File: src/verilog/dmem_config.svh
`ifndef DMEM_CONFIG_SVH
`define DMEM_CONFIG_SVH

// Byte address and data word widths
`define DMEM_ADDR_W 32
`define DMEM_DATA_W 32

// 1024 words, 4 KiB
`define DMEM_DEPTH_LOG2 10

`endif

File: src/verilog/dmem_pkg.sv
`include "dmem_config.svh"

package dmem_pkg;

    // Access size as carried on the simple bus
    typedef enum logic [1:0] {
        MEM_BYTE = 2'b00,
        MEM_HALF = 2'b01,
        MEM_WORD = 2'b10,
        MEM_RSVD = 2'b11 // Always faults
    } mem_size_e;

    // Address error report from the bridge
    typedef struct packed {
        logic                    adel; // Load address error
        logic                    ades; // Store address error
        logic [`DMEM_ADDR_W-1:0] addr; // Faulting byte address
    } bus_error_t;

    // One loaded word, seen as bytes or as halfwords
    typedef union packed {
        logic [3:0][7:0]  b;
        logic [1:0][15:0] h;
    } load_word_u;

endpackage

File: src/verilog/load_align.sv
`timescale 1ns/10ps
`include "dmem_config.svh"

module load_align import dmem_pkg::*; (
    input  logic                    clk,
    input  logic                    rst,
    input  logic [`DMEM_DATA_W-1:0] data_r,
    input  mem_size_e               acc_size,
    input  logic                    acc_signed,
    input  logic                    acc_en,
    input  logic                    acc_we,
    input  logic                    load_fault,
    output logic                    rsp_valid,
    output logic [`DMEM_DATA_W-1:0] rsp_data
);

    logic                    ld_pend; // Good load waiting on SRAM data
    mem_size_e               size_q;
    logic                    signed_q;
    load_word_u              word;
    logic [`DMEM_DATA_W-1:0] ext;

    always_ff @(posedge clk) begin
        if (rst) begin
            ld_pend   <= 1'b0;
            rsp_valid <= 1'b0;
        end else begin
            ld_pend   <= acc_en && !acc_we && !load_fault;
            rsp_valid <= ld_pend;
        end
    end

    always_ff @(posedge clk) begin
        size_q   <= acc_size;
        signed_q <= acc_signed;
    end

    assign word = data_r;

    always_comb begin
        case (size_q)
            MEM_BYTE: ext = {{24{signed_q & word.b[0][7]}}, word.b[0]};
            MEM_HALF: ext = {{16{signed_q & word.h[0][15]}}, word.h[0]};
            default:  ext = word; // Full word, nothing to extend
        endcase
    end

    always_ff @(posedge clk) begin
        if (ld_pend) begin
            rsp_data <= ext;
        end
    end

endmodule

File: config.mk
export PLATFORM = sky130hd
export DESIGN_NAME = load_align
export DESIGN_NICKNAME = d
export VERILOG_FILES = /design/src/verilog/dmem_pkg.sv /design/src/verilog/load_align.sv
export VERILOG_INCLUDE_DIRS = /design/src /design/src/verilog
export SDC_FILE = /design/constraint.sdc
export NUM_CORES = 1
export LEC_CHECK = 0
export ABC_AREA = 1
export ABC_CLOCK_PERIOD_IN_PS = 4100
export BUFFER_PORTS_ARGS = -buffer_cell sky130_fd_sc_hd__buf_2
export CAP_MARGIN = 30
export CORE_MARGIN = 3
export CORE_UTILIZATION = 45
export CTS_BUF_LIST = sky130_fd_sc_hd__clkbuf_4 sky130_fd_sc_hd__clkbuf_8 sky130_fd_sc_hd__clkbuf_16
export CTS_CLUSTER_DIAMETER = 40
export DETAILED_ROUTE_END_ITERATION = 10
export PLACE_DENSITY_LB_ADDON = 0.05
export SYNTH_ARGS = -nofsm -noshare
export SYNTH_HDL_FRONTEND = slang
export SYNTH_SLANG_ARGS = --single-unit
File: constraint.sdc
create_clock -name clk -period 4.1 [get_ports clk]
set_input_delay 0 -clock clk [delete_from_list [all_inputs] [get_ports clk]]
set_output_delay 0 -clock clk [all_outputs]
set_load 0.02 [all_outputs]
## Word level (Yosys, flattened, before mapping)

Cells that the tools add are included.

- Equal/unequal tests: 1
- Multiplexer cells: 1
- Bitwise logic cells: 2
- Reductions and logical operators: 5

Operators with widths:

| cell | count |
|---|---|
| 32-bit case mux with 2 select lines | 1 |
| 1-bit bitwise AND | 2 |
| 2-bit by 1-bit equality test with 1-bit output, second input constant | 1 |
| 1-bit logical AND | 2 |
| 1-bit logical NOT | 2 |
| 2-bit logical NOT | 1 |

- Register bits: 37
- Output and inout port bits: 33
- Logic and storage cells: 14

## Depth between registers and ports, before layout

Gate-level depths: netlist of run 1.

- Word-level depth: 3
- Mapped depth: 6

## Worst setup path after synthesis of run 1

Ideal clock, no wire load.

- Kind: reg2reg
- Start point: register ld_pend
- End point: register rsp_data[0] (enable)
- Library setup time: 392 ps
- Data arrival time: 983 ps
- Slack: 2726 ps
- Cell stages (with the launch flop): 1
- Path through: dfxtp_1

RTL lines:

| what | line | RTL |
|---|---|---|
| start, declared | load_align.sv:17 | `logic ld_pend;` |
| start signal, assigned | load_align.sv:28 | `ld_pend <= acc_en && !acc_we && !load_fault;` |
| end signal, assigned | load_align.sv:50 | `rsp_data <= ext;` |
| end, declared | load_align.sv:14 | `` output logic [`DMEM_DATA_W-1:0] rsp_data `` |

No word-level cell between the ends.

## Worst setup path after layout of run 1

- Start point: register size_q[1]
- End point: register rsp_data[30] (data pin)

- Cells in the longest elaborated chain, start to end: 2
- Elaborated cells on any way between the ends: 3
- Those cells by class: 1 x eq/ne; 1 x mux; 1 x reduce/logical

RTL lines:

| what | line | RTL |
|---|---|---|
| start, declared | load_align.sv:18 | `mem_size_e size_q;` |
| start signal, assigned | load_align.sv:34 | `size_q <= acc_size;` |
| 2-bit by 1-bit equality test with 1-bit output / 2-bit logical NOT (equally long branches) | load_align.sv:41 | `case (size_q)` |
| 32-bit case mux with 2 select lines (*) | load_align.sv:41 |  |
| via ext[30] | load_align.sv:21 | `` logic [`DMEM_DATA_W-1:0] ext; `` |

The timed path passes the listed nets; every way through them passes the cells marked *.
A chain may end at the register's enable or synchronous reset.

==> results of run 1 <==
==> what timing repair did <==
action / in CTS / in global routing
hold buffers: 38 / 0
hold endpoints to repair: 37 / 0
setup buffers: 0 / 0
gates resized for setup: 0 / 0
==> area by class of cell <==
cell class              count  area (um^2)
inverters                   5         21.3
clock inverters             2         10.0
fillers                   247          827
well taps                  44         55.1
repair buffers            111          748
multi-input cells          57          335
flip-flops and latches     37         1060
clock buffers               6         45.0
==> cells in the mapped netlist <==
cell,n
inv_1,3
clkinv_1,1
nor2_1,1
nor2_4,2
inv_4,1
dfxtp_1,5
nand3_2,12
o21ai_0,8
edfxtp_1,32
nor3_1,1
buf_2,2
buf_6,4
nand3_1,4
nand2_1,27
nand2_4,2
buf_8,1
==> cell usage in the layout, fill, tap and decap left out, drive strengths merged <==
cell,count
buf,73
dlygate4sd3,38
inv,4
nand3,16
nand2,29
edfxtp,32
nor2,3
clkinv,3
nor3,1
dfxtp,5
o21ai,8
clkbuf,6
==> metal layers <==
metal	wire [um]	share of wire	track usage
met1	1250	0.39	0.182
met2	1740	0.54	0.318
met3	228	0.070	0.0606
met4	26	0.0080	0.0566
met5	0	0	0
==> worst max-delay path: stages (launching register included) <==
cell and delay, ns:
dfxtp_1 0.93, nor2_4 0.08, nand2_4 0.29, nand3_1 0.13
==> path summary, 6_finish.rpt <==
| check | end | slack [ns] |
|---|---|---|
| max reg2reg | rsp_data[30] | 2.42 |
| min | size_q[0] | 0.30 |
| min reg2reg | rsp_valid | 0.74 |
| max | rsp_data[30] | 2.42 |
==> kinds of logic after synthesis <==
group / Yosys count
AOI/OAI and AO/OA: 8
and+or+nand+nor: 49
buffers and inverters: 12
DFF: 37
==> power by group <==
part	internal, mW	total, mW	switching, mW	leakage [nW]
combinational	0.0501	0.0827	0.0325	0.734
sequential	0.417	0.423	0.00649	0.351
clock	0.0720	0.186	0.114	0.0354
total	0.539	0.692	0.153	1.12
==> flip-flops by register name (all words and copies together), names as in the netlist <==
register / count
rsp_data: 32
size_q: 2
signed_q: 1
rsp_valid: 1
ld_pend: 1
==> metrics by stage <==
stage | area (um^2) | hold slack [ns]
floorplan | 1490 | 0.0277
global placement | 1840 | 0.104
detailed placement | 1840 | 0.104
CTS | 2280 | 0.286
global route | 2280 | 0.297
finish | 2280 | 0.302
==> metrics, run 1 <==
Post-Syn Area=1490 um^2; Layout Skew=0.00867 ns; WL final=3.25 mm; post-synthesis xor/xnor area fraction=0; HP Class=input pin to flip-flop; Tcrit/Tclk final=0.410; root buffer cell=clkbuf_4; worst rel slew slack=0.397; Max VDD drop=roughly 0.19 mV; number of port buffers=72; Leak=1.12 nW; CP Launch Point=size_q[1]; Fin. Hold Viols=0; area share of the leading cell type in the synthesized netlist=0.646; mux contribution to synthesized area=0; largest net degree at the start of global routing=34; final setup violation count=0; all-layer global routing usage=0.173; main combinational cell family by area after synthesis=simple AND/OR/NAND/NOR gates; die height=63.5 um; hpwl dp=2.00 mm; reg2reg start=size_q[1]; vias in the first global route=1212; post-synthesis sequential area ratio=0.713; Area growth, synth to finish=53.0%; crit path launch type=flip-flop; PD cells=304 nW/um^2; Die X=63.5 um; Yosys reg bits=37; Vias=1171; Worst Setup End Kind=flip-flop; TritonRoute pass-1 iters=4; Post-route DRC=0; ANT cells=0; TritonCTS clock tree=built; Distinct cells, synth=16; first-pass GRT wire length=around 5.4 mm; Util after Layout=0.733; Clock Path Buffers=2; synth top area cells=edfxtp_1, nand3_2, nand2_1, dfxtp_1, buf_6; cell count after placement=216; Mapped Nets=approximately 150; setup slack after layout=2.42 ns; max-cap violation count=0; fin nets=257; CTS sink cnt=37; Non-Filler Instances=262; gr ovfl total=0; max-slew violations=0; minimum clock period=1.68 ns; FP Rows=20; Initial Util=0.479; vias per cell=4.47; adder-cell share of the synthesized area=0; Top-Level Pins=between 70 and 80; Setup CP Type=flip-flop to flip-flop; R2R cell count=3; fmax=595 MHz; Arr. time, crit path=1.76 ns; layout cells sized above 1=0.450; Yosys top cell by area=edfxtp_1; Cells after Synth=106; clock latency at the later pin of the worst-skew pair=0.33 ns; status=complete, no violations; antenna viol nets, final=0; post-synthesis compound-gate area fraction=0.0269; Num CTS Buffers=5; Worst-Margin Slew=0.903 ns; crit path max fanout=26; RSZ-0062 raised after global routing=no; Pwr Total=~0.69 mW; htree depth=2; Post-Syn Area per Cell=14.0 um^2; Hold Path Depth=2; HP Start=acc_size[0]; yosys warns=0; antenna violations before repair=0; Fin Setup TNS=0 ns; Iter 0 DRT Violations=17; Place WS=between 2 and 2.5 ns; routability cong.=0.707; Post-Synth Simple-Gate Area=0.198; die area=4030 um^2; core area=3100 um^2; Clock Pin Slew Worst Setup and Hold Paths=0.11 ns; WL per Instance=about 12 um; Critical Path RT=4.18 ns
Note: power is estimated with default switching activity, not from simulation.
==> run 2: changes to the inputs <==
- ABC_CLOCK_PERIOD_IN_PS: 4100 -> 1400
- CORE_UTILIZATION: 45 -> 40
- clock period: 4.1 -> 1.4 ns (I/O delays scaled with it)
==> run 2 against run 1 <==
  * Setup slack worse by 2.3 ns
  * Combinational power grew to 2.7 times the previous value
  * Hold slack worse by 0.29 ns
  * Clock-buffer cell count is 1 lower
  * Maximum frequency is 30% higher
  * Via count is 7.0% lower
  * First-iteration DRC count is 140% higher
  * Register-to-register slack worse by 2.3 ns
  * Non-clock buffer count is 12 lower
  * Global-route usage is 2.0 points lower
  * Clock power grew to 5.8 times the previous value
  * Clock skew is 0.0034 ns lower
  * Largest power group unchanged
==> metrics, run 2 (same netlist as run 1, synthesis figures left out) <==
Critical Path RT=1.42 ns (-2.76 ns); ANT cells=0 (unchanged); number of port buffers=72 (unchanged); cell count after placement=220 (+1.9%); Area growth, synth to finish=50.9%; Die X=67.0 um (+5.5%); Util after Layout=0.647 (-0.0863); fin area=2240 um^2 (-1.4%); Clock Path Buffers=2 (unchanged); Post-route DRC=0 (unchanged); Buf/Inv on CP=0 (unchanged); CTS Hold Buffers Added=24 (-37%); Max VDD drop=0.634 mV (+230%); largest net degree at the start of global routing=34 (unchanged); HP Class=input pin to flip-flop; Clock Pin Slew Worst Setup and Hold Paths=0.07 ns (-0.04 ns); antenna viol nets, final=0 (unchanged); TritonRoute pass-1 iters=4 (unchanged); dpl cell area=1870 um^2 (+1.6%); Fin. Hold Viols=0 (unchanged); Resize count post-CTS=0 (unchanged); Iter 0 DRT Violations=40 (+23); fin nets=245 (-4.7%); WL final=3.06 mm (-5.7%); die height=67.0 um (+5.5%); final setup violation count=0 (unchanged); die area=4490 um^2 (+11%); Post-CTS Repair Setup Buffers=0 (unchanged); Setup CP Type=flip-flop to flip-flop; core area=3470 um^2 (+12%); CP max stage cell=dfxtp_1; CP top delay family=flip-flops; max-slew violations=0 (unchanged); first-pass GRT wire length=4.73 mm (-12%); crit path launch type=flip-flop; worst rel slew slack=0.744 (+0.347); met3 usage=0.0590 (-0.00158); largest register by flop count=rsp_data; Num CTS Buffers=5 (unchanged); PD cells=1120 nW/um^2 (+270%); antenna violations before repair=0 (unchanged); clock latency at the later pin of the worst-skew pair=0.29 ns (-0.04 ns); Worst-Margin Slew=0.383 ns (-0.520 ns); Place WS=0.112 ns (-2.31 ns); Fin Setup TNS=0 ns (unchanged); CTS sink cnt=37 (unchanged); all-layer global routing usage=0.153 (-0.0200); minimum clock period=1.29 ns (-0.391 ns); most common cell after layout, fill and taps aside=buf_2; max-cap violation count=0 (unchanged); setup slack after layout=0.111 ns (-2.31 ns); Layout Skew=0.00526 ns (-0.00341 ns); status=complete, no violations; met1 Usage GRT=0.171 (-0.0115); met2 usage=0.254 (-0.0644); Pwr Total=2.52 mW (+260%); crit path max fanout=24 (-7.7%); busiest grt layer=met2; Tcrit/Tclk final=0.920 (+0.511); fmax=776 MHz (+30%); hold slack=0.00761 ns (-0.294 ns); Vias=1089 (-7.0%); worst path cell trace=nor2_4 > nand2_4 > nand3_2; Initial Util=0.429 (-0.0505); gr ovfl total=0 (unchanged); commonest non-fill, non-tap cells in the layout=buf_2, edfxtp_1, nand2_1; routability cong.=0.701 (-0.95%); Worst Setup End Kind=flip-flop; RSZ-0062 raised after global routing=no; Non-Filler Instances=252 (-3.8%); FP Rows=21 (+5.0%); TritonCTS clock tree=built; WL per Instance=12.2 um (-2.0%); layout cells sized above 1=0.485 (+0.0359); number of flip-flops in the largest register=32 (unchanged); htree depth=2 (unchanged); vias per cell=4.32 (-3.3%); root buffer cell=clkbuf_8; Leak=1.11 nW (-1.2%); Top-Level Pins=73 (unchanged); hpwl dp=2.02 mm (+1.1%); vias in the first global route=1041 (-14%); largest stage delay on the critical path=0.55 ns (-0.38 ns); Arr. time, crit path=1.31 ns (-0.45 ns); Largest regs=rsp_data: 32 flops, size_q: 2 flops
## run 2: cell type report
type | count | area, um^2
clock buffers | 5 | 68.8
clock inverters | 3 | 65.1
fillers | 283 | 1220
inverters | 5 | 21.3
multi-input cells | 57 | 335
flip-flops and latches | 37 | 1060
well taps | 46 | 57.6
repair buffers | 99 | 636
## run 2: path summary, 6_finish.rpt
check,from,slack [ns],endpoint,cells past startpoint
min,data_r[16],0.008,rsp_data[16],3
max,size_q[0],0.11,rsp_data[19],3
max reg2reg,size_q[0],0.11,rsp_data[19],3
min reg2reg,ld_pend,0.64,rsp_valid,3
## run 2: worst register-to-register path: cells and delay by family (launching register included)
family	cells	cell delay [ns]
flip-flops	1	0.55
AND/OR/NAND/NOR	3	0.47
## run 2: per-layer routing
layer,vias up,wire length (um)
met5,-,0
met4,0,44
met1,472,1200
met2,49,1540
met3,6,270
li1,562,-
## run 2: power breakdown
part	switching (mW)	internal, mW
clock	0.360	0.707
combinational	0.0968	0.127
sequential	0.0111	1.22
