<file path="src/verilog/dmem_config.svh">
`ifndef DMEM_CONFIG_SVH
`define DMEM_CONFIG_SVH

// Byte address and data word widths
`define DMEM_ADDR_W 32
`define DMEM_DATA_W 32

// 1024 words, 4 KiB
`define DMEM_DEPTH_LOG2 10

`endif

</file>
<file path="src/verilog/dmem_pkg.sv">
`include "dmem_config.svh"

package dmem_pkg;

    // Access size as carried on the simple bus
    typedef enum logic [1:0] {
        MEM_BYTE = 2'b00,
        MEM_HALF = 2'b01,
        MEM_WORD = 2'b10,
        MEM_RSVD = 2'b11 // Always faults
    } mem_size_e;

    // Address error report from the bridge
    typedef struct packed {
        logic                    adel; // Load address error
        logic                    ades; // Store address error
        logic [`DMEM_ADDR_W-1:0] addr; // Faulting byte address
    } bus_error_t;

    // One loaded word, seen as bytes or as halfwords
    typedef union packed {
        logic [3:0][7:0]  b;
        logic [1:0][15:0] h;
    } load_word_u;

endpackage

</file>
<file path="src/verilog/sbus_if.sv">
`timescale 1ns/10ps
`include "dmem_config.svh"

interface sbus_if import dmem_pkg::*; ();

    logic                    en;
    logic                    we;
    mem_size_e               size;
    logic [`DMEM_ADDR_W-1:0] addr;
    logic [`DMEM_DATA_W-1:0] data_w;
    logic [`DMEM_DATA_W-1:0] data_r; // Realigned toward bit 0
    logic                    stall;

    modport master (
        output en, we, size, addr, data_w,
        input  data_r, stall
    );

    modport slave (
        input  en, we, size, addr, data_w,
        output data_r, stall
    );

endinterface

</file>
<file path="src/verilog/sbus_to_sram.sv">
`timescale 1ns/10ps
`include "dmem_config.svh"

module sbus_to_sram import dmem_pkg::*; (
    input  logic                    clk,
    input  logic                    rst,
    sbus_if.slave                   sbus,
    output logic                    sram_en,
    output logic [3:0]              sram_we,
    output logic [`DMEM_ADDR_W-1:0] sram_addr,
    output logic [`DMEM_DATA_W-1:0] sram_wdata,
    input  logic [`DMEM_DATA_W-1:0] sram_rdata,
    output bus_error_t              sbus_error
);

    logic [3:0] mask;
    logic [3:0] rd_mask; // Mask of the access now being read

    // Byte lanes touched by this access
    always_comb begin
        mask = 4'b0000;
        case (sbus.size)
            MEM_BYTE: mask = 4'b0001 << sbus.addr[1:0];
            MEM_HALF: begin
                if (!sbus.addr[0]) begin
                    mask = sbus.addr[1] ? 4'b1100 : 4'b0011;
                end
            end
            MEM_WORD: begin
                if (sbus.addr[1:0] == 2'b00) begin
                    mask = 4'b1111;
                end
            end
            default: mask = 4'b0000; // Reserved size
        endcase
    end

    assign sram_en   = sbus.en;
    assign sram_we   = sbus.we ? mask : 4'b0000;
    assign sram_addr = {sbus.addr[`DMEM_ADDR_W-1:2], 2'b00};

    // Move store data up to the lowest enabled lane
    always_comb begin
        if (mask[2:0] == 3'b000) begin
            sram_wdata = sbus.data_w << 24;
        end else if (mask[1:0] == 2'b00) begin
            sram_wdata = sbus.data_w << 16;
        end else if (!mask[0]) begin
            sram_wdata = sbus.data_w << 8;
        end else begin
            sram_wdata = sbus.data_w;
        end
    end

    // SRAM answers one cycle later
    always_ff @(posedge clk) begin
        if (rst) begin
            rd_mask <= 4'b0000;
        end else begin
            rd_mask <= mask;
        end
    end

    assign sbus.data_r = (rd_mask[2:0] == 3'b000) ? sram_rdata >> 24 :
                         (rd_mask[1:0] == 2'b00)  ? sram_rdata >> 16 :
                         (!rd_mask[0])            ? sram_rdata >> 8  :
                                                    sram_rdata;

    assign sbus.stall = 1'b0;

    // Empty mask means misaligned or reserved size
    assign sbus_error.adel = sbus.en && (mask == 4'b0000) && !sbus.we;
    assign sbus_error.ades = sbus.en && (mask == 4'b0000) && sbus.we;
    assign sbus_error.addr = sbus.addr;

    a_we_needs_en: assert property (
        @(posedge clk) disable iff (rst) (sram_we != 4'b0000) |-> sram_en
    );

endmodule

</file>
<file path="src/flat_wrapper.sv">
// flat-port wrapper written by rule: the top's interface ports become plain ports
module sbus_to_sram_flat import dmem_pkg::*;
  (clk, rst, sram_en, sram_we, sram_addr, sram_wdata, sram_rdata, sbus_error, sbus_en, sbus_we, sbus_size, sbus_addr, sbus_data_w, sbus_data_r, sbus_stall);
  sbus_if sbus_i ();
  input  logic clk;
  input  logic rst;
  output logic sram_en;
  output logic [3:0] sram_we;
  output logic [`DMEM_ADDR_W-1:0] sram_addr;
  output logic [`DMEM_DATA_W-1:0] sram_wdata;
  input  logic [`DMEM_DATA_W-1:0] sram_rdata;
  output bus_error_t sbus_error;
  input wire logic [$bits(sbus_i.en)-1:0] sbus_en;
  input wire logic [$bits(sbus_i.we)-1:0] sbus_we;
  input wire logic [$bits(sbus_i.size)-1:0] sbus_size;
  input wire logic [$bits(sbus_i.addr)-1:0] sbus_addr;
  input wire logic [$bits(sbus_i.data_w)-1:0] sbus_data_w;
  output wire logic [$bits(sbus_i.data_r)-1:0] sbus_data_r;
  output wire logic [$bits(sbus_i.stall)-1:0] sbus_stall;
  assign sbus_i.en = sbus_en;
  assign sbus_i.we = sbus_we;
  assign sbus_i.size = sbus_size;
  assign sbus_i.addr = sbus_addr;
  assign sbus_i.data_w = sbus_data_w;
  assign sbus_data_r = sbus_i.data_r;
  assign sbus_stall = sbus_i.stall;
  sbus_to_sram u_core (.clk(clk), .rst(rst), .sbus(sbus_i), .sram_en(sram_en), .sram_we(sram_we), .sram_addr(sram_addr), .sram_wdata(sram_wdata), .sram_rdata(sram_rdata), .sbus_error(sbus_error));
endmodule
</file>
<file path="config.mk">
export PLATFORM = sky130hd
export DESIGN_NAME = sbus_to_sram_flat
export DESIGN_NICKNAME = d
export VERILOG_FILES = /design/src/verilog/dmem_pkg.sv /design/src/verilog/sbus_if.sv /design/src/verilog/sbus_to_sram.sv /design/src/flat_wrapper.sv
export VERILOG_INCLUDE_DIRS = /design/src /design/src/verilog
export SDC_FILE = /design/constraint.sdc
export NUM_CORES = 1
export LEC_CHECK = 0
export ABC_AREA = 1
export BUFFER_PORTS_ARGS = -buffer_cell sky130_fd_sc_hd__buf_4
export CAP_MARGIN = 20
export CORE_AREA = 2 2 93 95
export DETAILED_ROUTE_END_ITERATION = 10
export DIE_AREA = 0 0 95 97
export REMOVE_ABC_BUFFERS = 1
export SLEW_MARGIN = 20
export SYNTH_ARGS = -nofsm -noshare
export SYNTH_HDL_FRONTEND = slang
export SYNTH_SLANG_ARGS = --single-unit
export TNS_END_PERCENT = 30
</file>
<file path="constraint.sdc">
create_clock -name clk -period 2.28 [get_ports clk]
set_input_delay 0.456 -clock clk [delete_from_list [all_inputs] [get_ports clk]]
set_output_delay 0.456 -clock clk [all_outputs]
set_load 0.01 [all_outputs]
</file>
# Yosys cells after proc, flatten, opt, wreduce, memory -nomap -nowiden
# Index checks and enable logic that the tools add are counted.
[word_totals]
register_bits = 3
word_cells = 26
[op_classes]
shifts = 1
reduce_logical = 11
eq_ne = 2
mux = 11
[op_table]
columns = ["operator", "count"]
rows = [
  ["$mux W32", 6],
  ["$mux W4", 4],
  ["$pmux W4 S3", 1],
  ["$logic_not A2 Y1", 4],
  ["$logic_not A3 Y1", 2],
  ["$logic_not A4 Y1", 1],
  ["$shl A1 B2 Y4 const A", 1],
  ["$logic_and A1 B1 Y1", 3],
  ["$eq A2 B1 Y1 const B", 1],
  ["$eq A2 B2 Y1 const B", 1],
  ["$logic_not A1 Y1", 1],
]

# Longest topological paths before layout
# Gate-level depths: netlist of run 1.
[depth]
word_depth = 6
ltp_mapped = 9

# Worst setup path after synthesis of run 1
# OpenSTA, ideal clock, no wires.
[synth_timing]
path_kind = "input port to output port"
start = "input sbus_addr[0]"
end = "output sram_wdata[0]"
path_buffers = 3
stages = 6
slack_ps = 509
required_time_ps = 1824
arrival_ps = 1315
cell_sequence = "buf_4 nor2_4 nand2_4 buf_2 buf_4 nor2_1"
[synth_via]
elab_chain_cells = 6
[synth_lines]
columns = ["item", "line", "rtl"]
rows = [
  ["from (decl)", "flat_wrapper.sv:16", "input wire logic [$bits(sbus_i.addr)-1:0] sbus_addr;"],
  ["$logic_not A2 Y1", "sbus_to_sram.sv:30", "if (sbus.addr[1:0] == 2'b00) begin"],
  ["$mux W4", "sbus_to_sram.sv:30", ""],
  ["$pmux W4 S3 *", "sbus_to_sram.sv:22", "case (sbus.size)"],
  ["$mux W32 or $logic_not A2 Y1 (tied branches)", "sbus_to_sram.sv:48, sbus_to_sram.sv:46", ""],
  ["$mux W32", "sbus_to_sram.sv:46", "end else if (mask[1:0] == 2'b00) begin"],
  ["$mux W32 *", "sbus_to_sram.sv:44", "if (mask[2:0] == 3'b000) begin"],
  ["to (decl)", "flat_wrapper.sv:10", "output logic [`DMEM_DATA_W-1:0] sram_wdata;"],
]
# Mark *: on every way between the ends. The rest lies on a longest branch, timed or not.

# Final worst setup path of run 1
[layout_timing]
start = "input sbus_addr[0]"
end = "output sram_wdata[30]"
# The elaborated chain is that of the path after synthesis.

==> results.txt, run 1 <==
status: finished clean
post-synthesis cell area: 2120 µm²
hold path start: rst
upper clock frequency limit: 0.462 GHz
clock-pin transition on the worst setup and hold timing paths: 0.03 ns
post-synthesis register bit count: 3
first-pass GRT wire length: 14000 µm
startpoint types: input port
critical path startpoint: sbus_addr[0]
fin cells: 588
ranking of synthesized cells by area: buf_4 (25%), nand2_1 (24%), inv_1 (11%), nand3_1 (7.8%), o21ai_0 (4.7%)
Final min period: 2.17 ns
DRT iter0 DRCs: 101
drt via density: 4.75
DIE HEIGHT: 97 µm
Warnings, synthesis: 0
final hold violations: 0
Tot Pwr: 804 µW
pre-CTS setup slack: 0.120 ns
Post-CTS Setup Inserts: 0
Nets: 586
Synth area leader: buf_4
row count: 33
most frequent cells in the layout: buf_4 (151), nand2_1 (136), inv_1 (65)
core area: 8130 µm²
Post-Synthesis Cells: 406
die width: 95 µm
first drt pass iteration count: 4
Final Wtd Congestion: 0.905
Setup TNS Final: 0 ns
hold crit path type: in -> reg
Flop pwr share: 0.072
Clock power frac: 0.189
Critical Path End Type: output port
# IOs: 238
logic gate share of total power: 0.739
dpl hpwl: 7940 µm
Pint: 451 µW
fill cell count: 907
Req. time, crit path: 1.82 ns
Synth cell types: 26
worst-path maximum fanout: 19
GRT Residual Overflow: 0
vias in the first global route: 2621
Max IR drop VDD: 0.0000932 V
CTS Buf Count: 3
H-tree levels: 1
routed wire length: 9710 µm
Die ar.: 9220 µm²
Syn Area/Cell: 5.23 µm²
WHS Path Cells: 2
Power Density: 281 nW/µm²
Hold Path Sink: u_core.rd_mask[2]$_SDFF_PP0_
pin count of the biggest net entering global routing: 31
vias post-DR: 2794
Switch Pwr: 352 µW
crit path DAT: 1.71 ns
Max-Cap Viols: 0
diode count: 0
biggest regs: u_core.rd_mask (3)
RSZ-0062 raised after global routing: no
gr usage total: 0.194
worst setup margin: 0.113 ns
sequential share of the synthesized area: 0.0283
final setup violation count: 0
# port buffers: 144
Area growth, synth to finish: 34.5%
clock tree buffer depth: 2
Initial Util: 0.261
Placed Cells: 584
detailed-route wire length per cell: 16.5 µm
hold_buf cts: 0
initial antenna violation count: 0
CTS root buf: clkbuf_8
CTS resizes: 0
Most flops, register: u_core.rd_mask
crit path kind: in -> out
Max Slew Vio Count: 0
switch share: 0.439
post-route ant nets: 0
Yosys top cell area share: 0.247
Sink Count: 3
TritonCTS clock tree: done
Static Leak: 0.00184 µW
layout cell share with drive strength beyond 1: 0.356
final core occ: 0.351
max reg flops: 3
Final period util: 0.950
most common cell after layout, fill and taps aside: buf_4
drt drc: 0
worst max-delay path by stage:
stage,end,slack (ns)
finish,sram_wdata[30],0.11
CTS,sram_wdata[24],0.11
global route,sram_wdata[24],0.01
global placement,sram_wdata[26],0.20
floorplan,sbus_data_r[0],-0.19
detailed placement,sram_wdata[24],0.12
worst max-delay path, stage by stage:
cell	delay [ns]
buf_4	0.18
inv_1	0.07
nor2_2	0.19
nand2_4	0.16
nand2_8	0.19
nor2_8	0.09
inv_4	0.11
nand2_1	0.06
nand2_1	0.07
buf_4	0.12
cell usage after synthesis, drive strengths merged:
cell type / count
a22oi: 5
buf: 78
clkbuf: 2
clkinv: 1
conb: 1
dfxtp: 3
inv: 69
nand2: 140
nand3: 34
nand4: 7
nor2: 26
nor3: 3
o211ai: 8
o21ai: 21
o22ai: 8
power groups by stage:
stage | combinational (µW) | sequential (µW) | clock, µW
CTS | 598 | 57.9 | 158
global placement | 594 | 58.6 | 0
floorplan | 264 | 60.9 | 0
global route | 655 | 58.2 | 165
finish | 594 | 57.8 | 152
detailed placement | 596 | 58.6 | 0
kinds of logic (layout without fill, tap and decap cells):
family	count (synthesis)	count (layout)	synth area share
compound gates	42	42	0.121
buf+inv	150	225	0.401
flops	3	3	0.0283
other cells	1	3	0.00177
simple gates	210	210	0.448
routing by layer:
layer,global-route usage,vias to the layer above,share of wire
met2,0.265,224,0.39
met1,0.246,1221,0.41
met3,0.135,11,0.19
met5,0.101,-,0.0064
met4,0.0290,2,0.0088
li1,-,1336,-
area by class of cell:
type                       count  area, µm²  share of cell area
sequential                     3       60.1              0.0210
clock buffer                   4       45.0              0.0158
tap                          105        131              0.0460
inverter                      70        265              0.0929
multi-input combinational    255       1220               0.427
timing repair buffer         151       1130               0.397
stage by stage:
stage | hold slack (ns) | area (µm²)
floorplan | 0.528 | 1550
global placement | 0.636 | 2810
detailed placement | 0.639 | 2810
CTS | 0.413 | 2860
global route | 0.414 | 2860
finish | 0.416 | 2860
Power figures use the tool's default switching activity.
==> run 2: changes to the inputs <==
--- a/config.mk
+++ b/config.mk
@@ -7,7 +7,7 @@
 export NUM_CORES = 1
 export LEC_CHECK = 0
 export ABC_AREA = 1
-export BUFFER_PORTS_ARGS = -buffer_cell sky130_fd_sc_hd__buf_4
+export BUFFER_PORTS_ARGS = -buffer_cell sky130_fd_sc_hd__buf_2
 export CAP_MARGIN = 20
 export CORE_AREA = 2 2 93 95
 export DETAILED_ROUTE_END_ITERATION = 10
==> run 2 against run 1 <==
  * First-iteration DRC count up 34%
  * Non-clock buffer count up 1
  * Clock power about the same
  * Global-route usage down 0.76 points
  * Count of clock-buffer cells in the layout unchanged
  * Maximum frequency up 2.0%
  * Critical endpoint is now sram_wdata[28]
==> results.txt, run 2 (same netlist as run 1, synthesis figures left out) <==
status: finished clean (unchanged)
Req. time, crit path: 1.82 ns (about the same)
TritonCTS clock tree: done (unchanged)
biggest regs: u_core.rd_mask (3) (unchanged)
pin count of the biggest net entering global routing: 28 (was 31)
die width: 95 µm (unchanged)
first-pass GRT wire length: 13500 µm (was 14000 µm)
Max stage delay on crit path: 0.19 ns (about the same)
Final Wtd Congestion: 0.909 (was 0.905)
drt drc: 0 (unchanged)
Sink Count: 3 (unchanged)
Area growth, synth to finish: 17.9% (was 34.5%)
CTS Buf Count: 3 (unchanged)
post-route ant nets: 0 (unchanged)
startpoint types: input port (unchanged)
core area: 8130 µm² (unchanged)
DIE HEIGHT: 97 µm (unchanged)
detailed-route wire length per cell: 15.7 µm (was 16.5 µm)
Final min period: 2.12 ns (was 2.17 ns)
initial antenna violation count: 0 (unchanged)
Post-CTS Setup Inserts: 0 (unchanged)
Final period util: 0.932 (was 0.950)
WHS Path Cells: 2 (unchanged)
crit path DAT: 1.67 ns (was 1.71 ns)
vias in the first global route: 2560 (was 2621)
most frequent cells in the layout: buf_2 (144), nand2_1 (136), inv_1 (65) (was buf_4 (151), nand2_1 (136), inv_1 (65))
DRT iter0 DRCs: 135 (was 101)
# IOs: 238 (unchanged)
routed wire length: 9270 µm (was 9710 µm)
Power Density: 288 nW/µm² (was 281 nW/µm²)
Setup TNS Final: 0 ns (unchanged)
first drt pass iteration count: 4 (unchanged)
drt via density: 4.75 (about the same)
max reg flops: 3 (unchanged)
final hold violations: 0 (unchanged)
final core occ: 0.308 (was 0.351)
worst-path maximum fanout: 19 (unchanged)
upper clock frequency limit: 0.471 GHz (was 0.462 GHz)
most common cell after layout, fill and taps aside: buf_2 (was buf_4)
final setup violation count: 0 (unchanged)
Most flops, register: u_core.rd_mask (unchanged)
WP depth: 10 (unchanged)
clock tree buffer depth: 2 (unchanged)
GRT Residual Overflow: 0 (unchanged)
Die ar.: 9220 µm² (unchanged)
Max Slew Vio Count: 0 (unchanged)
H-tree levels: 1 (unchanged)
diode count: 0 (unchanged)
layout cell share with drive strength beyond 1: 0.357 (was 0.356)
hold crit path type: in -> reg (unchanged)
row count: 33 (unchanged)
crit path kind: in -> out (unchanged)
Nets: 587 (was 586)
hold path start: rst (unchanged)
fill cell count: 954 (was 907)
Hold Path Sink: u_core.rd_mask[2]$_SDFF_PP0_ (unchanged)
gr usage total: 0.186 (was 0.194)
RSZ-0062 raised after global routing: no (unchanged)
dpl hpwl: 7690 µm (was 7940 µm)
vias post-DR: 2798 (was 2794)
Critical Path End Type: output port (unchanged)
cell family with most CP delay: simple AND/OR/NAND/NOR gates (unchanged)
Critical Path, Cell by Cell: buf_2 > inv_1 > nor2_2 > nand2_4 > nand2_8 > nor2_8 > inv_4 > nand2_1 > nand2_1 > buf_2 (was buf_4 > inv_1 > nor2_2 > nand2_4 > nand2_8 > nor2_8 > inv_4 > nand2_1 > nand2_1 > buf_4)
Slowest cell on crit path: nor2_2 (unchanged)
Initial Util: 0.261 (unchanged)
Max-Cap Viols: 0 (unchanged)
CTS root buf: clkbuf_8 (unchanged)
Buf+Inv Stages, Crit Path: 4 (unchanged)
clock-pin transition on the worst setup and hold timing paths: 0.03 ns (about the same)
hold_buf cts: 0 (unchanged)
# port buffers: 144 (unchanged)
CTS resizes: 0 (unchanged)
Static Leak: 0.00176 µW (was 0.00184 µW)
Max IR drop VDD: 0.0000971 V (was 0.0000932 V)
==> run 2: final cells by class <==
type,instances,area (µm²),area share
clock buffer,4,45.0,0.0180
sequential,3,60.1,0.0240
inverter,70,265,0.106
timing repair buffer,152,781,0.312
tap,105,131,0.0525
multi-input combinational,255,1220,0.488
==> run 2: how the worst max path moves through the flow <==
stage | startpoint | endpoint | slack, ns
floorplan | u_core.rd_mask[0]$_SDFF_PP0_ | sbus_data_r[0] | -0.19
global placement | sbus_addr[0] | sram_wdata[27] | 0.22
detailed placement | sbus_addr[0] | sram_wdata[28] | 0.15
CTS | sbus_addr[0] | sram_wdata[28] | 0.15
global route | sbus_addr[0] | sram_wdata[27] | 0.02
finish | sbus_addr[0] | sram_wdata[28] | 0.16
==> run 2: layer usage <==
layer	track usage	wire, µm	vias to the layer above
met1	0.238	3930	1214
met5	0.119	70	-
met3	0.115	1600	8
li1	-	-	1340
met2	0.260	3610	234
met4	0.0290	60	2
==> run 2: power by group <==
part / total (µW) / switching, µW / internal [µW] / leakage [µW]
Combinational: 509 / 312 / 197 / 0.00171
Clock: 154 / 34.3 / 119 / 0.0000228
Sequential: 57.9 / 2.76 / 55.1 / 0.0000245
Total: 720 / 349 / 371 / 0.00176
==> run 2: per-stage QoR <==
| step | cells | instance area [µm²] | hold slack, ns | power (µW) | setup slack (ns) |
|---|---|---|---|---|---|
| after floorplan | 328 | 1550 | 0.528 | 325 | -0.188 |
| after global placement | 585 | 2460 | 0.648 | 566 | 0.224 |
| after detailed placement | 585 | 2460 | 0.648 | 566 | 0.152 |
| after CTS | 589 | 2500 | 0.422 | 727 | 0.148 |
| after global routing | 589 | 2500 | 0.429 | 788 | 0.0192 |
| final | 589 | 2500 | 0.426 | 720 | 0.155 |
