## config.mk

```make
export PLATFORM = sky130hd
export DESIGN_NAME = lsu_request_flat
export DESIGN_NICKNAME = d
export VERILOG_FILES = /design/src/verilog/dmem_pkg.sv /design/src/verilog/sbus_if.sv /design/src/verilog/lsu_request.sv /design/src/flat_wrapper.sv
export VERILOG_INCLUDE_DIRS = /design/src /design/src/verilog
export SDC_FILE = /design/constraint.sdc
export NUM_CORES = 1
export LEC_CHECK = 0
export ABC_AREA = 1
export BUFFER_PORTS_ARGS = -buffer_cell sky130_fd_sc_hd__buf_4
export CORE_ASPECT_RATIO = 1.1
export CORE_MARGIN = 2
export CORE_UTILIZATION = 25
export DETAILED_ROUTE_END_ITERATION = 6
export GPL_TIMING_DRIVEN = 0
export SLEW_MARGIN = 10
export SYNTH_ARGS = -nofsm -noshare
export SYNTH_HDL_FRONTEND = slang
export SYNTH_SLANG_ARGS = --single-unit
```

## constraint.sdc

```tcl
create_clock -name clk -period 0.8 [get_ports clk]
set_input_delay 0.08 -clock clk [delete_from_list [all_inputs] [get_ports clk]]
set_output_delay 0.08 -clock clk [all_outputs]
set_load 0.005 [all_outputs]
```

## src/verilog/dmem_config.svh

```systemverilog
`ifndef DMEM_CONFIG_SVH
`define DMEM_CONFIG_SVH

// Byte address and data word widths
`define DMEM_ADDR_W 32
`define DMEM_DATA_W 32

// 1024 words, 4 KiB
`define DMEM_DEPTH_LOG2 10

`endif

```

## src/verilog/dmem_pkg.sv

```systemverilog
`include "dmem_config.svh"

package dmem_pkg;

    // Access size as carried on the simple bus
    typedef enum logic [1:0] {
        MEM_BYTE = 2'b00,
        MEM_HALF = 2'b01,
        MEM_WORD = 2'b10,
        MEM_RSVD = 2'b11 // Always faults
    } mem_size_e;

    // Address error report from the bridge
    typedef struct packed {
        logic                    adel; // Load address error
        logic                    ades; // Store address error
        logic [`DMEM_ADDR_W-1:0] addr; // Faulting byte address
    } bus_error_t;

    // One loaded word, seen as bytes or as halfwords
    typedef union packed {
        logic [3:0][7:0]  b;
        logic [1:0][15:0] h;
    } load_word_u;

endpackage

```

## src/verilog/sbus_if.sv

```systemverilog
`timescale 1ns/10ps
`include "dmem_config.svh"

interface sbus_if import dmem_pkg::*; ();

    logic                    en;
    logic                    we;
    mem_size_e               size;
    logic [`DMEM_ADDR_W-1:0] addr;
    logic [`DMEM_DATA_W-1:0] data_w;
    logic [`DMEM_DATA_W-1:0] data_r; // Realigned toward bit 0
    logic                    stall;

    modport master (
        output en, we, size, addr, data_w,
        input  data_r, stall
    );

    modport slave (
        input  en, we, size, addr, data_w,
        output data_r, stall
    );

endinterface

```

## src/verilog/lsu_request.sv

```systemverilog
`timescale 1ns/10ps
`include "dmem_config.svh"

module lsu_request import dmem_pkg::*; (
    input  logic                    clk,
    input  logic                    rst,
    input  logic                    req_valid,
    input  logic                    req_store,
    input  mem_size_e               req_size,
    input  logic                    req_signed,
    input  logic [`DMEM_ADDR_W-1:0] req_addr,
    input  logic [`DMEM_DATA_W-1:0] req_wdata,
    sbus_if.master                  bus,
    output mem_size_e               acc_size,
    output logic                    acc_signed
);

    logic                    en_q;
    logic                    we_q;
    mem_size_e               size_q;
    logic                    signed_q;
    logic [`DMEM_ADDR_W-1:0] addr_q;
    logic [`DMEM_DATA_W-1:0] wdata_q;

    // One bus cycle per strobe
    always_ff @(posedge clk) begin
        if (rst) begin
            en_q <= 1'b0;
            we_q <= 1'b0;
        end else begin
            en_q <= req_valid;
            we_q <= req_valid & req_store;
        end
    end

    // Payload only moves on a new request
    always_ff @(posedge clk) begin
        if (req_valid) begin
            size_q   <= req_size;
            signed_q <= req_signed;
            addr_q   <= req_addr;
            wdata_q  <= req_wdata;
        end
    end

    assign bus.en     = en_q;
    assign bus.we     = we_q;
    assign bus.size   = size_q;
    assign bus.addr   = addr_q;
    assign bus.data_w = wdata_q;

    // Extension info for the response side
    assign acc_size   = size_q;
    assign acc_signed = signed_q;

    // No wait states on this path, the strobe handshake cannot hold a request
    a_no_stall: assert property (
        @(posedge clk) disable iff (rst) bus.en |-> !bus.stall
    );

endmodule

```

## src/flat_wrapper.sv

```systemverilog
// flat-port wrapper written by rule: the top's interface ports become plain ports
module lsu_request_flat import dmem_pkg::*;
  (clk, rst, req_valid, req_store, req_size, req_signed, req_addr, req_wdata, acc_size, acc_signed, bus_en, bus_we, bus_size, bus_addr, bus_data_w, bus_data_r, bus_stall);
  sbus_if bus_i ();
  input  logic clk;
  input  logic rst;
  input  logic req_valid;
  input  logic req_store;
  input  mem_size_e req_size;
  input  logic req_signed;
  input  logic [`DMEM_ADDR_W-1:0] req_addr;
  input  logic [`DMEM_DATA_W-1:0] req_wdata;
  output mem_size_e acc_size;
  output logic acc_signed;
  output wire logic [$bits(bus_i.en)-1:0] bus_en;
  output wire logic [$bits(bus_i.we)-1:0] bus_we;
  output wire logic [$bits(bus_i.size)-1:0] bus_size;
  output wire logic [$bits(bus_i.addr)-1:0] bus_addr;
  output wire logic [$bits(bus_i.data_w)-1:0] bus_data_w;
  input wire logic [$bits(bus_i.data_r)-1:0] bus_data_r;
  input wire logic [$bits(bus_i.stall)-1:0] bus_stall;
  assign bus_en = bus_i.en;
  assign bus_we = bus_i.we;
  assign bus_size = bus_i.size;
  assign bus_addr = bus_i.addr;
  assign bus_data_w = bus_i.data_w;
  assign bus_i.data_r = bus_data_r;
  assign bus_i.stall = bus_stall;
  lsu_request u_core (.clk(clk), .rst(rst), .req_valid(req_valid), .req_store(req_store), .req_size(req_size), .req_signed(req_signed), .req_addr(req_addr), .req_wdata(req_wdata), .bus(bus_i), .acc_size(acc_size), .acc_signed(acc_signed));
endmodule
```

# --- After elaboration in Yosys (flattened, before gate mapping) ---
# Cells that the tools add are included.
word_totals:
  register_bits: 69
  inputBits: 104
  out_inout_bits: 71
  elab_cells: 7
classes:
  n_bitwise: 1
ops:
  columns: ["op", "n"]
  rows:
  - ["$and 1x1->1", 1]

# --- Logic depth before layout (Yosys ltp) ---
# Gate-level depths: netlist (run 1).
depth:
  ltp_word: 1
  ltp_mapped: 2
  depth_no_buf: 2

# --- Least setup slack after synthesis (run 1) ---
# No wires, ideal clock.
synth_path:
  path_kind: "register -> output"
  start: "reg u_core.size_q[0] (netlist: u_core.acc_size[0])"
  end: "out bus_size[0]"
  arrival_time_ps: 526
  required_time_ps: 720
  slack_ps: 194
  path_stages_with_launch: 2
  n_path_buf: 1
  cell_sequence: "edfxtp_1 > buf_4"
synth_lines:
  columns: ["element", "line_no", "source"]
  rows:
  - ["start: declaration", "lsu_request.sv:20", "mem_size_e size_q;"]
  - ["start signal: assignment", "lsu_request.sv:39", "size_q <= req_size;"]
  - ["end: declaration", "flat_wrapper.sv:17", "output wire logic [$bits(bus_i.size)-1:0] bus_size;"]
# No word-level cell between the ends.

# --- Worst setup path after layout (run 1) ---
layout_path:
  start: "reg u_core.size_q[1] (netlist: u_core.acc_size[1])"
  end: "out bus_size[1]"
# No word-level cell between the ends.

==> summary.txt, run 1 <==
Yosys
  • Yosys top cell area share: 0.965
  • Synth warn: 0
  • FF+latch count, synth: slightly below 70
  • Synth Net Count: roughly 180
  • Synth area leaders: edfxtp_1 (97%), dfxtp_1 (1.9%), buf_4 (0.72%), nor2_2 (0.30%), inv_1 (0.18%)
  • Mean Syn Cell Area: roughly 28 sq um
  • Post-synth EDFFs: 67
  • Synthesized instance count: 75
  • Main synth FF type: edfxtp_1
  • Count leader, synth: edfxtp_1
  • Post-synth top cells: edfxtp_1 (67), buf_4 (2), dfxtp_1 (2)
  • Mapped Area: between 2000 and 2500 sq um
  • Sequential-to-total area share from yosys stat: 0.984
  • Area leader, netlist: edfxtp_1
  • Post-synth ARST share: 0
  • Post-synthesis cell type count: 7

Routing
  • Vias per cell: 3.82
  • Drt pass-1 iters: 4
  • DR vias: approximately 1600
  • Antenna-violating nets left: 0
  • Starting DRT DRC Count: 35
  • DR WL/cell: between 10 and 15 microns
  • Drt drc: 0
  • Routed Wire Length: 5420 microns

STA
  • Final setup fails: 71
  • Pins Over Slew Limit: 0
  • Max-slew headroom: 0.591
  • Hold_ws: a little over 200 ps
  • Setup tns final: -8980 ps
  • Final worst setup slack: -279 ps
  • Worst-Margin Slew: 613 ps
  • Fin. Hold Viols: 0
  • RSZ-0062 raised after global routing: true
  • Fmax: about 930 MHz
  • Final period utilization: 1.35
  • Final Critical Period: between 1000 and 1500 ps

Power
  • P per Cell Area: 1940 nW/um^2
  • Tot Pwr: 8.20 mW
  • Pleak: 1.78 nW
  • VDD IR max: 0.000994 V

Finish
  • Post-route design area: roughly 4200 sq um
  • Final Non-Filler Cells: 409
  • Final core utilization: 0.529
  • Post-layout net count: 400
  • Area growth, synth to finish: 103%
  • Multi-input logic area: 13.8 sq um
  • Reg area: just over 2000 sq um
  • Fill cells: about 700
  • Layout cell share with drive strength beyond 1: 0.532
  • Antenna Cells: 0

GRT
  • GRT Residual Overflow: 0
  • Pin count of the biggest net entering global routing: 70
  • Initial antenna violation count: 0
  • Global-route wire length before repair: approximately 8400 microns
  • Total Routing Usage GR: 0.122
  • Vias in the first global route: 1700

Clock tree
  • Max Root-Sink Buffers: 2
  • Post-CTS Setup Bufs: 0
  • Root cell of the clock tree: clkbuf_8
  • CTS tree: built
  • Register clock-pin slew on the reported worst setup and hold paths: roughly 70 ps
  • Inserted Clock Buffers: 9
  • TritonCTS sink count: 69
  • H-Tree Depth: 3

Worst setup path
  • CP top delay family: flip-flops
  • Worst Setup End Kind: output pin
  • WP data arrival: 1000 ps
  • Worst Path Required: 720 ps
  • Crit path cell chain: buf_4 > buf_6
  • Startpoint Class: flop
  • Kind of critical path: reg -> out
  • CP Buf/Inv Count: 2
  • Max incr delay on CP: 410 ps
  • Slowest cell on crit path: edfxtp_1
  • Crit path max fanout: 2

Outcome
  • Failing checks: setup timing
  • Status: complete, but fails checks

Die
  • Die Wd: 91.1 microns
  • Initial Utilization: 0.261
  • Std cell rows: 34
  • # IOs: 175
  • Die area: a little over 9000 sq um
  • Core region area: approximately 8000 sq um
  • Die H: 99.8 microns

Placement
  • I/O Buffers: between 100 and 150
  • DP HPWL: around 3500 microns
  • DP Area: between 3000 and 4000 sq um
  • Placed insts: 324
  • Setup Slack @ Placement: -351 ps
  • Final GP Congestion: 0.652

Flow run
  • Max-cap violations: 0

Min path
  • Hold Crit Depth: 3
  • Hold Path Class: in -> reg
  • Hold Path End: u_core.bus.en
  • Hold Path Origin: req_valid
==> final cells by class <==
type,instances,area share
Tap cell,108,0.0319
Multi-Input combinational cell,3,0.00325
Clock buffer,10,0.0301
Buffer,2,0.00443
Sequential cell,69,0.485
Timing Repair Buffer,210,0.429
Clock inverter,6,0.0151
Inverter,1,0.000887
==> layout by cell type (no fill, tap or decap), drive strengths merged <==
cell / netlist / final
edfxtp: 67 / 67
inv: 1 / 1
buf: 2 / 143
nor2: 2 / 2
clkinvlp: 0 / 1
clkinv: 0 / 4
dfxtp: 2 / 2
clkbuf: 0 / 10
bufinv: 0 / 1
nand2: 1 / 1
dlygate4sd3: 0 / 69
==> worst min-delay path: stages <==
cell and delay [ps]:
buf_6 240, inv_1 110, nor2_1 40
==> power breakdown <==
part	leakage [nW]	switching (mW)	internal, mW
Combinational	1.01	0.325	0.799
Clock	0.0939	1.28	1.43
Sequential	0.673	0.0896	4.28
==> sequential cells by signal, indices dropped and copies added (netlist names) <==
register / flops
u_core.bus.addr: 32
u_core.bus.data_w: 32
u_core.acc_size: 2
u_core.acc_signed: 1
u_core.bus.en: 1
u_core.bus.we: 1
==> timing repair <==
action / 4_1_cts / 5_1_grt
endpoints found under the hold margin: 69 / 0
hold buffers: 69 / 0
pin swaps: 0 / 0
resized for setup: 9 / 12
endpoints found under the setup margin: 71 / 139
==> kinds of logic after synthesis <==
family        Yosys count  synth area share
simple gates            3           0.00660
buf+inv                 3           0.00900
flops                  69             0.984
==> per-layer routing <==
layer | share of wire | global-route usage | up-vias
li1 | - | - | 736
met1 | 0.38 | 0.135 | 727
met2 | 0.53 | 0.212 | 85
met3 | 0.062 | 0.0338 | 13
met4 | 0.027 | 0.0711 | 0
met5 | 0 | 0 | -
==> how the worst max path moves through the flow <==
stage,startpoint,endpoint,cells after the start
after global placement,req_valid,u_core.bus.addr[0],1
after floorplan,u_core.acc_size[0],bus_size[0],1
final,u_core.acc_size[1],bus_size[1],2
after detailed placement,req_valid,u_core.bus.addr[0],1
after CTS,u_core.acc_size[1],bus_size[1],2
after global routing,u_core.acc_size[0],bus_size[0],2
(Power assumes the default switching activity.)
==> inputs of run 2 (changes only) <==
--- a/config.mk
+++ b/config.mk
@@ -6,7 +6,6 @@
 export SDC_FILE = /design/constraint.sdc
 export NUM_CORES = 1
 export LEC_CHECK = 0
-export ABC_AREA = 1
 export BUFFER_PORTS_ARGS = -buffer_cell sky130_fd_sc_hd__buf_4
 export CORE_ASPECT_RATIO = 1.1
 export CORE_MARGIN = 2
==> run 2 against run 1 <==
Compared with the run above:
- sequential power is essentially flat
- total power rose by 3.7%
- clock power rose by 11%
- critical endpoint unchanged
- the run still ends with setup timing left
- critical path type unchanged
==> summary.txt, run 2 <==
Clock tree
  • TritonCTS sink count: 69 (unchanged)
  • Root cell of the clock tree: clkbuf_8
  • Inserted Clock Buffers: 9 (unchanged)
  • CTS tree: built
  • Max Root-Sink Buffers: 2 (unchanged)
  • H-Tree Depth: 3 (unchanged)
  • Register clock-pin slew on the reported worst setup and hold paths: 70 ps (about the same)

STA
  • Fin. Hold Viols: 0 (unchanged)
  • Final worst setup slack: -293 ps (-14.4 ps)
  • RSZ-0062 raised after global routing: true
  • Final Critical Period: 1090 ps (+14.4 ps)
  • Final period utilization: 1.37 (+0.0180)
  • Pins Over Slew Limit: 0 (unchanged)
  • Worst-Margin Slew: 606 ps (-7.57 ps)
  • Setup tns final: -9200 ps (-219 ps)
  • Hold_ws: 248 ps (+42.0 ps)
  • Max-slew headroom: 0.596 (+0.00505)
  • Fmax: 915 MHz (-1.3%)
  • Final setup fails: 71 (unchanged)

Routing
  • Starting DRT DRC Count: 38 (+8.6%)
  • DR WL/cell: 13.8 microns (+4.5%)
  • Drt drc: 0 (unchanged)
  • Routed Wire Length: 5630 microns (+4.0%)
  • DR vias: 1558 (-0.19%)
  • Vias per cell: 3.83 (+0.30%)
  • Antenna-violating nets left: 0 (unchanged)
  • Drt pass-1 iters: 4 (unchanged)

Finish
  • Most frequent cells in the layout: buf_4 (122), dlygate4sd3_1 (69), edfxtp_1 (67), buf_6 (21), clkbuf_8 (9)
  • Most common cell after layout, fill and taps aside: buf_4
  • Fill cells: 664 (-3.9%)
  • Final core utilization: 0.532 (+0.00235)
  • Area growth, synth to finish: 104%
  • Layout cell share with drive strength beyond 1: 0.522 (-0.00982)
  • Antenna Cells: 0 (unchanged)
  • Post-layout net count: 398 (-0.50%)

Flow run
  • Max-cap violations: 0 (unchanged)

GRT
  • GRT Residual Overflow: 0 (unchanged)
  • Initial antenna violation count: 0 (unchanged)
  • Global-route wire length before repair: 8390 microns (about the same)
  • Total Routing Usage GR: 0.124 (+0.00176)
  • Pin count of the biggest net entering global routing: 70 (unchanged)
  • Vias in the first global route: 1722 (+1.3%)

Die
  • Core region area: 8000 sq um (unchanged)
  • Die area: 9070 sq um (-0.12%)
  • Std cell rows: 34 (unchanged)
  • Initial Utilization: 0.260 (-0.000313)
  • Die Wd: 91.0 microns (about the same)
  • # IOs: 175 (unchanged)
  • Die H: 99.7 microns (about the same)

Yosys
  • Mapped Area: 2080 sq um (-0.12%)
  • Main synth FF type: edfxtp_1
  • Count leader, synth: edfxtp_1
  • Post-synth ARST share: 0 (unchanged)
  • Synth area leaders: edfxtp_1 (97%), dfxtp_1 (1.9%), buf_4 (0.72%), and3b_1 (0.42%), nor2b_1 (0.30%)
  • Area leader, netlist: edfxtp_1
  • Mean Syn Cell Area: 28.5 sq um (+2.6%)
  • Synth warn: 0 (unchanged)
  • Synth Net Count: 177 (-1.1%)
  • FF+latch count, synth: 69 (unchanged)
  • Yosys top cell area share: 0.966 (+0.00116)
  • Post-synth EDFFs: 67 (unchanged)
  • Post-synthesis cell type count: 5 (-2)
  • Synthesized instance count: 73 (-2.7%)
  • Post-synth top cells: edfxtp_1 (67), buf_4 (2), dfxtp_1 (2)
  • Sequential-to-total area share from yosys stat: 0.986 (+0.00118)

Power
  • VDD IR max: 0.000936 V (-5.8%)
  • P per Cell Area: 2000 nW/um^2 (+3.3%)
  • Tot Pwr: 8.51 mW (+3.7%)
  • Pleak: 1.78 nW (+0.40%)

Placement
  • Setup Slack @ Placement: -351 ps (+0.559 ps)
  • Final GP Congestion: 0.624 (-4.2%)
  • I/O Buffers: 141 (unchanged)

Outcome
  • Failing checks: setup timing
  • Status: complete, but fails checks

Worst setup path
  • Worst path most repeated cell: buf_6
  • Worst Path Required: 720 ps (about the same)
  • Max incr delay on CP: 440 ps (+30 ps)
  • Startpoint Class: flop
  • Slowest cell on crit path: edfxtp_1
  • Kind of critical path: reg -> out
  • Crit path cell chain: buf_6 > buf_6
  • CP Capture Point: bus_size[1]
  • WP data arrival: 1010 ps (about the same)
  • Crit path max fanout: 2 (unchanged)
  • CP Launch Point: u_core.acc_size[1]
  • Worst Setup End Kind: output pin

Min path
  • Hold Path Class: in -> reg
[run 2: timing repair]
| item | in CTS | in global routing |
|---|---|---|
| setup buffers | 0 | 0 |
| endpoints found under the hold margin | 69 | 0 |
| resized for setup | 4 | 17 |
| hold buffers | 69 | 0 |
| endpoints found under the setup margin | 71 | 139 |
[run 2: kinds of logic after synthesis]
logic type / count (synthesis) / synth area share
buffers and inverters: 2 / 0.00721
DFF: 69 / 0.986
and+or+nand+nor: 2 / 0.00721
[run 2: worst min path at each step]
stage / cells after the start / end / startpoint
finish: 1 / u_core.bus.data_w[29] / req_valid
global route: 1 / u_core.bus.data_w[29] / req_valid
CTS: 1 / u_core.bus.data_w[30] / req_valid
detailed placement: 2 / u_core.bus.en / rst
global placement: 2 / u_core.bus.en / rst
floorplan: 1 / u_core.bus.en / rst
[run 2: area by class of cell]
type	instances	area [sq um]	share of cell area
buffer	2	22.5	0.00530
clock buffer	12	135	0.0318
clock inverter	4	72.6	0.0171
multi-input combinational	2	15.0	0.00353
sequential	69	2050	0.482
tap	108	135	0.0318
timing repair buffer	210	1820	0.428
[run 2: stage by stage]
step / cell area, sq um / instances
final: 4250 / 407
after global routing: 4250 / 407
after CTS: 4190 / 407
after detailed placement: 3280 / 322
after global placement: 3280 / 322
after floorplan: 2080 / 73
[run 2: power breakdown]
part,internal [mW],switching [mW]
sequential,4.28,0.0968
clock,1.76,1.25
combinational,0.806,0.324
total,6.84,1.67
[run 2: metal layers]
metal	track usage	routed length (microns)	vias up	part of all wire
li1	-	-	731	-
met1	0.130	2140	728	0.38
met2	0.215	2940	91	0.52
met3	0.0515	468	8	0.083
met4	0.0594	84	0	0.015
met5	0	0	-	0
[run 2: critical path, delay by kind of cell, from the launching register on]
family / cells / cell delay (ps)
buffers and inverters: 2 / 250
flip-flops: 1 / 440
==> inputs of run 3 (changes only) <==
--- a/config.mk
+++ b/config.mk
@@ -9,9 +9,11 @@
 export BUFFER_PORTS_ARGS = -buffer_cell sky130_fd_sc_hd__buf_4
 export CORE_ASPECT_RATIO = 1.1
 export CORE_MARGIN = 2
-export CORE_UTILIZATION = 25
+export CORE_UTILIZATION = 35
+export CTS_CLUSTER_SIZE = 25
 export DETAILED_ROUTE_END_ITERATION = 6
 export GPL_TIMING_DRIVEN = 0
+export PLACE_DENSITY = 0.74
 export SLEW_MARGIN = 10
 export SYNTH_ARGS = -nofsm -noshare
 export SYNTH_HDL_FRONTEND = slang
==> run 3 against run 2 <==
Compared with the run above:
- the flow still finishes with violations (setup timing)
- final area down 2.6%
- clock-buffer cell count down 3
- sequential power about the same
- total power down 10%
- largest cell class unchanged
- highest routed layer unchanged
==> summary.txt, run 3 (synthesis results as in run 2) <==
Finish
  • Multi-input logic area: 15.0 sq um (unchanged)
  • Most common cell after layout, fill and taps aside: buf_4
  • Layout cell share with drive strength beyond 1: 0.519 (-0.00322)
  • Most frequent cells in the layout: buf_4 (124), dlygate4sd3_1 (69), edfxtp_1 (67), buf_6 (19), clkbuf_8 (9)
  • Final core utilization: 0.718 (+0.187)
  • Antenna Cells: 0 (unchanged)
  • Reg area: 2050 sq um (about the same)
  • Post-layout net count: 398 (unchanged)
  • Fill cells: 363 (-45%)
  • Area growth, synth to finish: 99.0%

Min path
  • Hold Crit Depth: 1 (unchanged)
  • Hold Path End: u_core.bus.data_w[5]
  • Hold Path Origin: req_valid
  • Hold Path Class: in -> reg

Placement
  • Final GP Congestion: 0.679 (+8.8%)
  • I/O Buffers: 141 (unchanged)

GRT
  • Vias in the first global route: 1707 (-0.87%)
  • Global-route wire length before repair: 7950 microns (-5.3%)
  • Pin count of the biggest net entering global routing: 70 (unchanged)
  • Total Routing Usage GR: 0.166 (+0.0419)
  • GRT Residual Overflow: 0 (unchanged)
  • Initial antenna violation count: 0 (unchanged)

Routing
  • Highest routed metal layer: met4
  • Routed met3 length: 386 microns (-18%)
  • DR WL/cell: 14.2 microns (+2.6%)
  • Routed Wire Length: 5310 microns (-5.7%)
  • Starting DRT DRC Count: 31 (-18%)
  • Met2 wire length: 2990 microns (+1.8%)
  • DR vias: 1542 (-1.0%)
  • Drt drc: 0 (unchanged)
  • Wl on met1: 1860 microns (-13%)
  • Drt pass-1 iters: 3 (-1)
  • Vias per cell: 4.12 (+7.7%)
  • Antenna-violating nets left: 0 (unchanged)

Worst setup path
  • Crit path cell chain: buf_6 > buf_6
  • Worst path most repeated cell: buf_6
  • CP Buf/Inv Count: 2 (unchanged)
  • Worst Setup End Kind: output pin
  • Kind of critical path: reg -> out
  • CP top delay family: flip-flops
  • Max incr delay on CP: 420 ps (-20 ps)
  • Slowest cell on crit path: edfxtp_1
  • Worst Path Required: 720 ps (about the same)
  • WP data arrival: 990 ps (-20 ps)
  • Startpoint Class: flop
  • Crit path max fanout: 2 (unchanged)

Die
  • Core region area: 5770 sq um (-28%)
  • # IOs: 175 (unchanged)
  • Die H: 84.9 microns (-15%)
  • Die Wd: 77.5 microns (-15%)
  • Die area: 6580 sq um (-27%)
  • Std cell rows: 29 (-15%)
  • Initial Utilization: 0.361 (+0.101)

Clock tree
  • Post-CTS Setup Bufs: 0 (unchanged)
  • Max Root-Sink Buffers: 2 (unchanged)
  • Root cell of the clock tree: clkbuf_8
  • H-Tree Depth: 3 (unchanged)
  • Inserted Clock Buffers: 9 (unchanged)
  • CTS tree: built
  • Register clock-pin slew on the reported worst setup and hold paths: 70 ps (about the same)
  • TritonCTS sink count: 69 (unchanged)

STA
  • Fmax: 935 MHz (+2.2%)
  • Final setup fails: 71 (unchanged)
  • Setup tns final: -8440 ps (+754 ps)
  • Fin. Hold Viols: 0 (unchanged)
  • Worst-Margin Slew: 585 ps (-21.1 ps)
  • Final Critical Period: 1070 ps (-23.1 ps)
  • Final worst setup slack: -270 ps (+23.1 ps)
  • Pins Over Slew Limit: 0 (unchanged)
  • Final period utilization: 1.34 (-0.0288)
  • Max-slew headroom: 0.610 (+0.0141)
  • RSZ-0062 raised after global routing: true
  • Hold_ws: 243 ps (-4.89 ps)

Power
  • Tot Pwr: 7.66 mW (-10%)
  • P per Cell Area: 1850 nW/um^2 (-7.6%)
  • VDD IR max: 0.00137 V (+46%)
  • Pleak: 1.76 nW (-1.6%)

Outcome
  • Status: complete, but fails checks
  • Failing checks: setup timing

Flow run
  • Max-cap violations: 0 (unchanged)
## run 3: timing repair
item,in CTS,in global routing
resized for setup,5,15
hold buffers,69,0
setup endpoints to repair,71,138
hold endpoints to repair,69,0
## run 3: how the worst max path moves through the flow
stage                             from               endpoint  slack, ps  cells past startpoint
global route        u_core.acc_size[1]            bus_size[1]       -330                      2
floorplan           u_core.acc_size[0]            bus_size[0]        190                      1
global placement             req_valid     u_core.bus.addr[1]       -310                      1
CTS                 u_core.acc_size[0]            bus_size[0]       -280                      2
finish              u_core.acc_size[1]            bus_size[1]       -270                      2
detailed placement           req_valid  u_core.bus.data_w[24]       -330                      1
## run 3: stage by stage
stage               std cells  worst slack, ps  cell area [sq um]
floorplan                  73              194               2080
global placement          291             -309               3240
detailed placement        291             -326               3240
CTS                       374             -282               4090
global route              374             -327               4140
finish                    374             -270               4140
## run 3: where the power goes
part / internal, mW / switching (mW)
combinational: 0.799 / 0.323
clock: 1.04 / 1.13
sequential: 4.28 / 0.0913
## run 3: final cells by class
class                   instances  share of cell area
clock buffers                   9              0.0299
repair buffers                210               0.438
plain buffers                   2             0.00543
clock inverters                 5             0.00483
flip-flops and latches         69               0.495
multi-input cells               2             0.00362
well taps                      77              0.0232
## run 3: metal layers
metal  up-vias  GRT usage
li1        731          -
met3         9     0.0553
met5         -          0
met1       720      0.167
met2        82      0.301
met4         0     0.0877
